--- config.mk ---
export PLATFORM = sky130hd
export DESIGN_NAME = chirp_capture_top
export DESIGN_NICKNAME = d
export VERILOG_FILES = /design/src/rtl/chirp_capture_pkg.sv /design/src/rtl/capture_counters.sv /design/src/rtl/capture_fsm.sv /design/src/rtl/chirp_capture_top.sv /design/src/rtl/dds_loopback.sv /design/src/rtl/frame_builder.sv /design/src/rtl/latency_timer.sv
export VERILOG_INCLUDE_DIRS = /design/src /design/src/include
export SDC_FILE = /design/constraint.sdc
export NUM_CORES = 2
export LEC_CHECK = 0
export ABC_CLOCK_PERIOD_IN_PS = 2850
export BUFFER_PORTS_ARGS = -buffer_cell sky130_fd_sc_hd__buf_2
export CORE_ASPECT_RATIO = 0.5
export CORE_MARGIN = 8
export CORE_UTILIZATION = 46
export DETAILED_ROUTE_END_ITERATION = 12
export GPL_TIMING_DRIVEN = 0
export MAX_ROUTING_LAYER = met4
export PLACE_DENSITY = 0.67
export SYNTH_ARGS = -nofsm -noshare
export SYNTH_HDL_FRONTEND = slang
export SYNTH_HIERARCHICAL = 1
export SYNTH_SLANG_ARGS = --single-unit
--- constraint.sdc ---
create_clock -name clk_245_76MHz -period 2.85 [get_ports clk_245_76MHz]
set_clock_uncertainty 0.15 [all_clocks]
set_input_delay 0.57 -clock clk_245_76MHz [delete_from_list [all_inputs] [get_ports clk_245_76MHz]]
set_output_delay 0.57 -clock clk_245_76MHz [all_outputs]
set_load 0.03 [all_outputs]
--- src/include/chirp_capture_macros.svh ---
`ifndef CHIRP_CAPTURE_MACROS_SVH
`define CHIRP_CAPTURE_MACROS_SVH

// sample and capture word widths
`define SAMPLE_W 16
`define WORD_W 64
`define HALF_W 32

// dds pipeline latency in clock cycles
`define DDS_LATENCY 2
`define LOOPBACK_DELAY 100
`define TIMER_W 4

`endif

--- src/rtl/chirp_capture_pkg.sv ---
`include "chirp_capture_macros.svh"

package chirp_capture_pkg;

  // capture window state
  typedef enum logic {
    CAP_IDLE   = 1'b0,
    CAP_ACTIVE = 1'b1
  } capture_state_t;

  // source select for one half of a capture word
  typedef enum logic [1:0] {
    ROUTE_ADC          = 2'd0,
    ROUTE_DAC          = 2'd1,
    ROUTE_SAMPLE_COUNT = 2'd2,
    ROUTE_TIME         = 2'd3
  } route_sel_t;

  typedef logic signed [`SAMPLE_W-1:0] sample_t;

endpackage

--- src/rtl/capture_counters.sv ---
`timescale 1ns/1ps

`include "chirp_capture_macros.svh"

module capture_counters (
  input  logic               clk_245_76MHz,
  input  logic               cpu_reset,
  input  logic               count_en_i,
  output logic [`HALF_W-1:0] sample_count_o,
  output logic [`HALF_W-1:0] time_count_o
);

  logic [`HALF_W-1:0] sample_count;
  logic [`WORD_W-1:0] time_count;

  // captured words, accumulated over all captures since reset
  always_ff @(posedge clk_245_76MHz) begin
    if (cpu_reset) begin
      sample_count <= '0;
    end else if (count_en_i) begin
      sample_count <= sample_count + 1'b1;
    end
  end

  // free running timestamp
  always_ff @(posedge clk_245_76MHz) begin
    if (cpu_reset) begin
      time_count <= '0;
    end else begin
      time_count <= time_count + 1'b1;
    end
  end

  assign sample_count_o = sample_count;
  // only the low half goes into capture words
  assign time_count_o   = time_count[`HALF_W-1:0];

endmodule

--- src/rtl/capture_fsm.sv ---
`timescale 1ns/1ps

module capture_fsm
  import chirp_capture_pkg::*;
(
  input  logic clk_245_76MHz,
  input  logic cpu_reset,
  input  logic capture_enable_i,
  input  logic chirp_init_i,
  input  logic timer_busy_i,
  output logic timer_load_o,
  output logic capture_valid_o,
  output logic capture_first_o,
  output logic capture_last_o
);

  capture_state_t state;
  capture_state_t state_next;
  logic           enable_r;
  logic           open_capture;
  logic           close_capture;

  // restart the latency timer on a new chirp or when the enable drops
  assign timer_load_o = chirp_init_i | (enable_r & ~capture_enable_i);

  assign open_capture  = (state == CAP_IDLE) & ~timer_busy_i & enable_r;
  assign close_capture = (state == CAP_ACTIVE) & ~timer_busy_i & ~enable_r;

  always_ff @(posedge clk_245_76MHz) begin
    if (cpu_reset) begin
      enable_r <= 1'b0;
    end else begin
      enable_r <= capture_enable_i;
    end
  end

  always_comb begin
    state_next = state;
    case (state)
      CAP_IDLE:   if (open_capture) state_next = CAP_ACTIVE;
      CAP_ACTIVE: if (close_capture) state_next = CAP_IDLE;
      default:    state_next = CAP_IDLE;
    endcase
  end

  always_ff @(posedge clk_245_76MHz) begin
    if (cpu_reset) begin
      state           <= CAP_IDLE;
      capture_first_o <= 1'b0;
    end else begin
      state           <= state_next;
      // high only in the first active cycle
      capture_first_o <= open_capture;
    end
  end

  assign capture_valid_o = (state == CAP_ACTIVE);
  // last word is flagged in the cycle the window closes
  assign capture_last_o  = close_capture;

endmodule

--- src/rtl/chirp_capture_top.sv ---
`timescale 1ns/1ps

`include "chirp_capture_macros.svh"

module chirp_capture_top
  import chirp_capture_pkg::*;
(
  input  logic               clk_245_76MHz,
  input  logic               cpu_reset,
  input  sample_t            dds_i_i,
  input  sample_t            dds_q_i,
  input  logic               capture_enable_i,
  input  logic               chirp_init_i,
  input  route_sel_t         route_lower_i,
  input  route_sel_t         route_upper_i,
  output logic [`WORD_W-1:0] word_o,
  output logic               word_valid_o,
  output logic               word_first_o,
  output logic               word_last_o
);

  logic               timer_load;
  logic               timer_busy;
  logic               capture_valid;
  logic               capture_first;
  logic               capture_last;
  logic [`HALF_W-1:0] sample_count;
  logic [`HALF_W-1:0] time_count;
  sample_t            dac_i;
  sample_t            dac_q;
  sample_t            adc_i;
  sample_t            adc_q;

  capture_fsm u_capture_fsm (
    .clk_245_76MHz    (clk_245_76MHz),
    .cpu_reset        (cpu_reset),
    .capture_enable_i (capture_enable_i),
    .chirp_init_i     (chirp_init_i),
    .timer_busy_i     (timer_busy),
    .timer_load_o     (timer_load),
    .capture_valid_o  (capture_valid),
    .capture_first_o  (capture_first),
    .capture_last_o   (capture_last)
  );

  latency_timer u_latency_timer (
    .clk_245_76MHz (clk_245_76MHz),
    .cpu_reset     (cpu_reset),
    .load_i        (timer_load),
    .busy_o        (timer_busy)
  );

  capture_counters u_capture_counters (
    .clk_245_76MHz  (clk_245_76MHz),
    .cpu_reset      (cpu_reset),
    .count_en_i     (capture_valid),
    .sample_count_o (sample_count),
    .time_count_o   (time_count)
  );

  // stands in for the dac to adc loopback cable
  dds_loopback u_dds_loopback (
    .clk_245_76MHz (clk_245_76MHz),
    .cpu_reset     (cpu_reset),
    .dds_i_i       (dds_i_i),
    .dds_q_i       (dds_q_i),
    .dac_i_o       (dac_i),
    .dac_q_o       (dac_q),
    .adc_i_o       (adc_i),
    .adc_q_o       (adc_q)
  );

  frame_builder u_frame_builder (
    .route_lower_i   (route_lower_i),
    .route_upper_i   (route_upper_i),
    .capture_first_i (capture_first),
    .capture_last_i  (capture_last),
    .sample_count_i  (sample_count),
    .time_count_i    (time_count),
    .dac_i_i         (dac_i),
    .dac_q_i         (dac_q),
    .adc_i_i         (adc_i),
    .adc_q_i         (adc_q),
    .word_o          (word_o)
  );

  assign word_valid_o = capture_valid;
  assign word_first_o = capture_first;
  assign word_last_o  = capture_last;

endmodule

--- src/rtl/dds_loopback.sv ---
`timescale 1ns/1ps

`include "chirp_capture_macros.svh"

module dds_loopback
  import chirp_capture_pkg::*;
(
  input  logic    clk_245_76MHz,
  input  logic    cpu_reset,
  input  sample_t dds_i_i,
  input  sample_t dds_q_i,
  output sample_t dac_i_o,
  output sample_t dac_q_o,
  output sample_t adc_i_o,
  output sample_t adc_q_o
);

  sample_t dac_i_r;
  sample_t dac_q_r;
  sample_t adc_i_dly [`LOOPBACK_DELAY];
  sample_t adc_q_dly [`LOOPBACK_DELAY];

  // dac output register
  always_ff @(posedge clk_245_76MHz) begin
    dac_i_r <= dds_i_i;
    dac_q_r <= dds_q_i;
  end

  // analog path: half amplitude, long propagation delay
  always_ff @(posedge clk_245_76MHz) begin
    if (cpu_reset) begin
      for (int i = 0; i < `LOOPBACK_DELAY; i++) begin
        adc_i_dly[i] <= '0;
        adc_q_dly[i] <= '0;
      end
    end else begin
      adc_i_dly[0] <= dac_i_r >>> 1;
      adc_q_dly[0] <= dac_q_r >>> 1;
      for (int i = 1; i < `LOOPBACK_DELAY; i++) begin
        adc_i_dly[i] <= adc_i_dly[i-1];
        adc_q_dly[i] <= adc_q_dly[i-1];
      end
    end
  end

  assign dac_i_o = dac_i_r;
  assign dac_q_o = dac_q_r;
  assign adc_i_o = adc_i_dly[`LOOPBACK_DELAY-1];
  assign adc_q_o = adc_q_dly[`LOOPBACK_DELAY-1];

endmodule

--- src/rtl/frame_builder.sv ---
`timescale 1ns/1ps

`include "chirp_capture_macros.svh"

module frame_builder
  import chirp_capture_pkg::*;
(
  input  route_sel_t         route_lower_i,
  input  route_sel_t         route_upper_i,
  input  logic               capture_first_i,
  input  logic               capture_last_i,
  input  logic [`HALF_W-1:0] sample_count_i,
  input  logic [`HALF_W-1:0] time_count_i,
  input  sample_t            dac_i_i,
  input  sample_t            dac_q_i,
  input  sample_t            adc_i_i,
  input  sample_t            adc_q_i,
  output logic [`WORD_W-1:0] word_o
);

  logic [`HALF_W-1:0] half_lower;
  logic [`HALF_W-1:0] half_upper;

  // one word half, i in the upper sample slot
  function automatic logic [`HALF_W-1:0] pick_half(input route_sel_t sel);
    logic [`HALF_W-1:0] result;
    case (sel)
      ROUTE_ADC:          result = {adc_i_i, adc_q_i};
      ROUTE_DAC:          result = {dac_i_i, dac_q_i};
      ROUTE_SAMPLE_COUNT: result = sample_count_i;
      ROUTE_TIME:         result = time_count_i;
      default:            result = {adc_i_i, adc_q_i};
    endcase
    return result;
  endfunction

  // sources are read inside the function, so the mux needs full sensitivity
  always_comb begin
    half_lower = pick_half(route_lower_i);
    half_upper = pick_half(route_upper_i);
  end

  // timestamp pair replaces data on the boundary words
  always_comb begin
    if (capture_first_i | capture_last_i) begin
      word_o = {time_count_i, sample_count_i};
    end else begin
      word_o = {half_upper, half_lower};
    end
  end

endmodule

--- src/rtl/latency_timer.sv ---
`timescale 1ns/1ps

`include "chirp_capture_macros.svh"

module latency_timer (
  input  logic clk_245_76MHz,
  input  logic cpu_reset,
  input  logic load_i,
  output logic busy_o
);

  logic [`TIMER_W-1:0] count;

  // covers samples still in flight through the dds pipeline
  always_ff @(posedge clk_245_76MHz) begin
    if (cpu_reset) begin
      count <= '0;
    end else if (load_i) begin
      count <= `TIMER_W'(`DDS_LATENCY);
    end else if (count != '0) begin
      count <= count - 1'b1;
    end
  end

  assign busy_o = (count != '0);

endmodule

==> Word-level counts from Yosys, hierarchy flattened <==
Memories as Yosys holds them, arrays and structs flattened.
Index checks and enable logic that the tools add are counted.
{ "op_classes": {"muxes": 211, "n_eq_ne": 6, "add_sub_neg": 3, "reduce_logical": 5, "bitwise_logic": 211} }
{ "op_table": {"columns": ["operator", "n"], "rows": [
  ["$mux W16", 200],
  ["$pmux W32 S4", 2],
  ["$or A1 B1 Y1", 202],
  ["$add A64 B1 Y64 const B", 1],
  ["$mux W64", 1],
  ["$add A32 B1 Y32 const B", 1],
  ["$eq A2 B2 Y1 const B", 4],
  ["$and A1 B1 Y1", 5],
  ["$mux W1", 5],
  ["$eq A2 B1 Y1 const B", 2],
  ["$logic_not A2 Y1", 2],
  ["$mux W2", 2],
  ["$not A1 Y1", 4],
  ["$reduce_bool A4 Y1", 1],
  ["$sub A4 B1 Y4 const B", 1],
  ["$pmux W1 S2", 1],
  ["$reduce_bool A2 Y1", 1],
  ["$reduce_or A2 Y1", 1]
]} }
{ "totals": {"in_bits": 40, "memories": 2, "out_inout_bits": 67, "elab_cells": 447, "regBits": 135, "mem_bits_rw": 3200} }
{ "memory_table": {"columns": ["memory", "words", "word_bits", "rd", "rd_clocked_by_memory_dff", "wr", "line_no", "source"], "rows": [
  ["u_dds_loopback.adc_i_dly", 100, 16, 100, 0, 100, "dds_loopback.sv:20", "sample_t adc_i_dly [`LOOPBACK_DELAY];"],
  ["u_dds_loopback.adc_q_dly", 100, 16, 100, 0, 100, "dds_loopback.sv:21", "sample_t adc_q_dly [`LOOPBACK_DELAY];"]
]} }

==> Logic depth before layout (Yosys ltp) <==
{ "depth": {"word_depth": 6, "ltp_mapped": 8, "mapped_depth_nobuf": 6} }

==> Modules after synthesis <==
Netlist, hierarchy kept.
{ "by_module_without_submodules": {"columns": ["mod", "seq_area_each_um2", "area_per_inst_um2", "cells_per_inst", "n_inst"], "rows": [
  ["dds_loopback", 60698.2, 88786.4, 6397, 1],
  ["capture_counters", 1281.2, 3072.9, 352, 1],
  ["frame_builder", 0.0, 2190.9, 305, 1],
  ["latency_timer", 80.1, 150.1, 16, 1],
  ["capture_fsm", 60.1, 111.4, 10, 1]
]} }

==> Least setup slack after synthesis <==
Ideal clock, no wire load.
{ "synth_timing": {"kind": "reg2out", "start": "register u_latency_timer.count[1]", "end": "output port word_o[34]", "path_slack_ns": -0.643, "path_stages_with_launch": 9, "path_buffers": 2, "arrival_time_ns": 2.773, "t_required_ns": 2.130, "path_cell_list": "dfxtp_1 -> nor3_1 -> nand2b_1 -> nor3b_1 -> or2_1 -> buf_2 -> buf_2 -> o31ai_1 -> a21oi_1"} }
{ "synth_via": {"elab_chain_cells": 6} }
{ "synth_rtl": {"columns": ["item", "line_no", "source"], "rows": [
  ["start, declared", "latency_timer.sv:12", "logic [`TIMER_W-1:0] count;"],
  ["start signal, assigned", "latency_timer.sv:19", "count <= `TIMER_W'(`DDS_LATENCY);"],
  ["start signal, assigned", "latency_timer.sv:21", "count <= count - 1'b1;"],
  ["$reduce_bool A4 Y1", "latency_timer.sv:25", "assign busy_o = (count != '0);"],
  ["via timer_busy", "chirp_capture_top.sv:23", "logic timer_busy;"],
  ["$not A1 Y1", "capture_fsm.sv:27", "assign close_capture = (state == CAP_ACTIVE) & ~timer_busy_i & ~enable_r;"],
  ["$and A1 B1 Y1 (2 in series)", "capture_fsm.sv:27", null],
  ["via word_last_o", "chirp_capture_top.sv:19", "output logic word_last_o"],
  ["$or A1 B1 Y1", "frame_builder.sv:45", "if (capture_first_i | capture_last_i) begin"],
  ["$mux W64", "frame_builder.sv:45", null],
  ["end, declared", "chirp_capture_top.sv:16", "output logic [`WORD_W-1:0] word_o,"]
]} }
The timed path passes the listed nets, and every way through them passes these cells.

==> flow_summary.json <==
{
  "final-instance-count-excl-fill": 10400,
  "drt_first_pass_iters": 7,
  "failed_checks": "negative setup slack",
  "status": "complete, but fails checks",
  "p_clk_share_pct": 42.6,
  "cp-start-kind": "flip-flop",
  "setup_viol": 65,
  "synth_flop_cell": "dfxtp_1",
  "final.setup.worst_slack_ns": -0.752,
  "synth.distinct_cells": 56,
  "vdd_ir_drop_max_mv": 0.480,
  "avgRoutedWirePerCell_um": 14.9,
  "die_h_um": 336,
  "worstPathArrival_ns": 2.88,
  "cts.reportedPaths.clkPinSlew_ns": 0.07,
  "numClockSinks": 3103,
  "critPathKind": "flip-flop to output port",
  "final_util_pct": 53.0,
  "ys_seq_area_share_pct": 65.9,
  "power.density_nw_per_um2": 739,
  "pwr-share-comb_pct": 2.9,
  "clock-root-buffer": "clkbuf_16",
  "first_global_vias": 43000,
  "cap_violations": 0,
  "fillers": 17100,
  "synthTopCellsByArea": "dfxtp_1 66%, and2b_2 28%, clkbuf_1 1.3%, o31ai_1 0.44%, clkbuf_8 0.44%",
  "ys_warn_count": 6,
  "slew_violations": 0,
  "dr.first_iter.drc_count": 2277,
  "power_switching_mw": 16.2,
  "layout.nets": 7529,
  "seqCellArea_um2": 62100,
  "synthTopCellsByCount": "3103 x dfxtp_1, 3000 x and2b_2, 321 x clkbuf_1, 66 x nor2_1, 65 x a21oi_1",
  "whs_ns": 0.0949,
  "drive_gt1_share_pct": 48.3,
  "die_area_um2": 221000,
  "vias_per_cell": 4.26,
  "hold_violations": 0,
  "portBuffers": 103,
  "max_freq_mhz": 278,
  "p_int_mw": 63.5,
  "avgSynthCellArea_um2": 13.3,
  "rsz0062_at_grt": "yes",
  "syn_inst": 7080,
  "worst_pin_slew_ns": 1.25,
  "core_area_um2": 204000,
  "pwr-share-seq_pct": 54.6,
  "cp_common_cell": "buf_6",
  "multi_input_area_um2": 30500,
  "hold_class": "primary input to flip-flop",
  "dpl.cell_count": 9920,
  "critical_path.cell_chain": "nor3b_4 -> buf_6 -> buf_6 -> or3_4 -> buf_12 -> buf_8 -> buf_16 -> o22ai_2 -> a21oi_2 -> buf_6",
  "crit_required_ns": 2.13,
  "yosysMostFrequentCell": "dfxtp_1",
  "grt-busiest-layer": "met1",
  "area_growth_pct": 14.3,
  "final_area_um2": 108000,
  "synth_enable_flop_cells": 0,
  "yosysTopAreaCellShare_pct": 65.9,
  "via_count": 44500,
  "cts_htree_levels": 4,
  "ys_ff_latch": 3103,
  "crit_path_end_kind": "output port",
  "syn-cell-area_um2": 94300,
  "cts_made_buffers": 246,
  "slew_headroom_pct": 16.5,
  "cts_buffer_depth": 4,
  "switching_share_pct": 20.3,
  "power_mw": 79.7,
  "grt_max_degree": 19,
  "boundaryPins": 107,
  "use_met1_pct": 20.6,
  "finalCriticalPeriod_ns": 3.60,
  "tns_ns": -43.30,
  "grt_pass1_wl_mm": 245,
  "finalWirelength_mm": 156,
  "cts_tree": "built",
  "grt_use_met2_pct": 20.5,
  "dieWidth_um": 656,
  "ant_nets": 0,
  "leakage_nw": 50.2,
  "grt_use_total_pct": 14.3,
  "hpwl_mm": 106,
  "start_util_pct": 46.3,
  "clk_latency_ns": 0.88,
  "period_share_pct": 126,
  "fp-row-count": 117,
  "worstPathMaxFanout": 8,
  "drc": 0,
  "antenna_found_initial": 20,
  "crit_path_max_incr_delay_ns": 0.41,
  "place_area_um2": 98400,
  "synth_nets": 7122,
  "grt_overflow": 0,
  "pre_cts_ws_ns": -0.488,
  "met3_usage_pct": 2.51,
  "crit_path_top_delay_cell": "dfxtp_1",
  "place_congestion": 0.916,
  "synthArstFlopShare_pct": 0,
  "yosysTopAreaCell": "dfxtp_1"
}
kinds of logic after synthesis:
logic type	Yosys count	share of synthesized area [%]
buffers and inverters	429	2.28
and+or+nand+nor	3251	29.4
DFF	3103	65.9
muxes	73	0.827
adders and majority gates	2	0.0265
AOI/OAI and AO/OA	199	1.42
xor gates and xnor gates	23	0.214
critical path: cells and delay by family, from the launching register on:
| kind | cells | cell delay (ns) |
|---|---|---|
| DFF | 1 | 0.41 |
| AOI/OAI and AO/OA | 2 | 0.22 |
| buffers and inverters | 6 | 0.84 |
| and+or+nand+nor | 2 | 0.59 |
metal layers:
layer	part of all wire, %	vias up
li1	-	22700
met1	52	20800
met2	41	731
met3	4.4	289
met4	2.8	0
met5	0	-
power by group through the flow:
stage | sequential (mW) | combinational, mW | clock, mW
2_1_floorplan | 44.5 | 1.40 | 0
3_3_place_gp | 44.5 | 2.04 | 0
3_5_place_dp | 44.5 | 2.05 | 0
4_1_cts | 43.5 | 2.23 | 34.9
5_1_grt | 43.5 | 2.44 | 36.8
6_report | 43.5 | 2.28 | 33.9
cell usage in the layout (no fill, tap or decap), drive strengths merged, types with 24 or more instances in the layout:
| cell | count |
|---|---|
| dfxtp | 3103 |
| and2b | 3000 |
| clkbuf | 722 |
| buf | 194 |
| nor2 | 67 |
| a21oi | 65 |
| o31ai | 55 |
| clkinv | 41 |
| mux2 | 39 |
| dlygate4sd3 | 34 |
| mux2i | 34 |
| nand2b | 33 |
| o22ai | 32 |
| a221o | 31 |
| or4 | 26 |
| nand2 | 24 |
sequential cells by signal, indices dropped and copies added (netlist names), named ones only:
name,cells
u_dds_loopback/adc_i_dly,1500
u_capture_counters/time_count,32
u_capture_fsm/capture_first_o,1
u_capture_fsm/enable_r,1
u_dds_loopback/adc_q_dly,1500
u_latency_timer/count,4
u_capture_counters/sample_count_o,32
u_dds_loopback/dac_q_o,16
u_dds_loopback/dac_i_o,16
final timing paths:
path	from	end	slack (ns)	cells past startpoint
setup / recovery	flip-flop	word_o[35]	-0.75	10
hold / removal	cpu_reset	flip-flop	0.09	2
setup reg to reg	u_capture_counters/sample_count_o[3]	u_capture_counters/sample_count_o[30]	0.38	7
hold reg to reg	u_dds_loopback/adc_i_dly[0][90]	u_dds_loopback/adc_i_dly[0][106]	0.26	1
final cells by class:
cell class	count	share of cell area, %
Buffer	422	2.04
Timing Repair Buffer	160	1.36
Antenna cell	11	0.0255
Sequential cell	3103	57.6
Clock inverter	70	0.740
Inverter	6	0.0209
Multi-Input combinational cell	3548	28.3
Tap cell	2737	3.18
Clock buffer	369	6.78
what timing repair did:
action / in CTS / in global routing
hold buffers: 34 / 0
hold endpoints to repair: 36 / 0
setup endpoints to repair: 65 / 65
resized for setup: 135 / 90
gates cloned: 2 / 2
pin swaps: 15 / 23
setup buffers: 11 / 9
No activity file was read; power rests on OpenSTA's default activity.
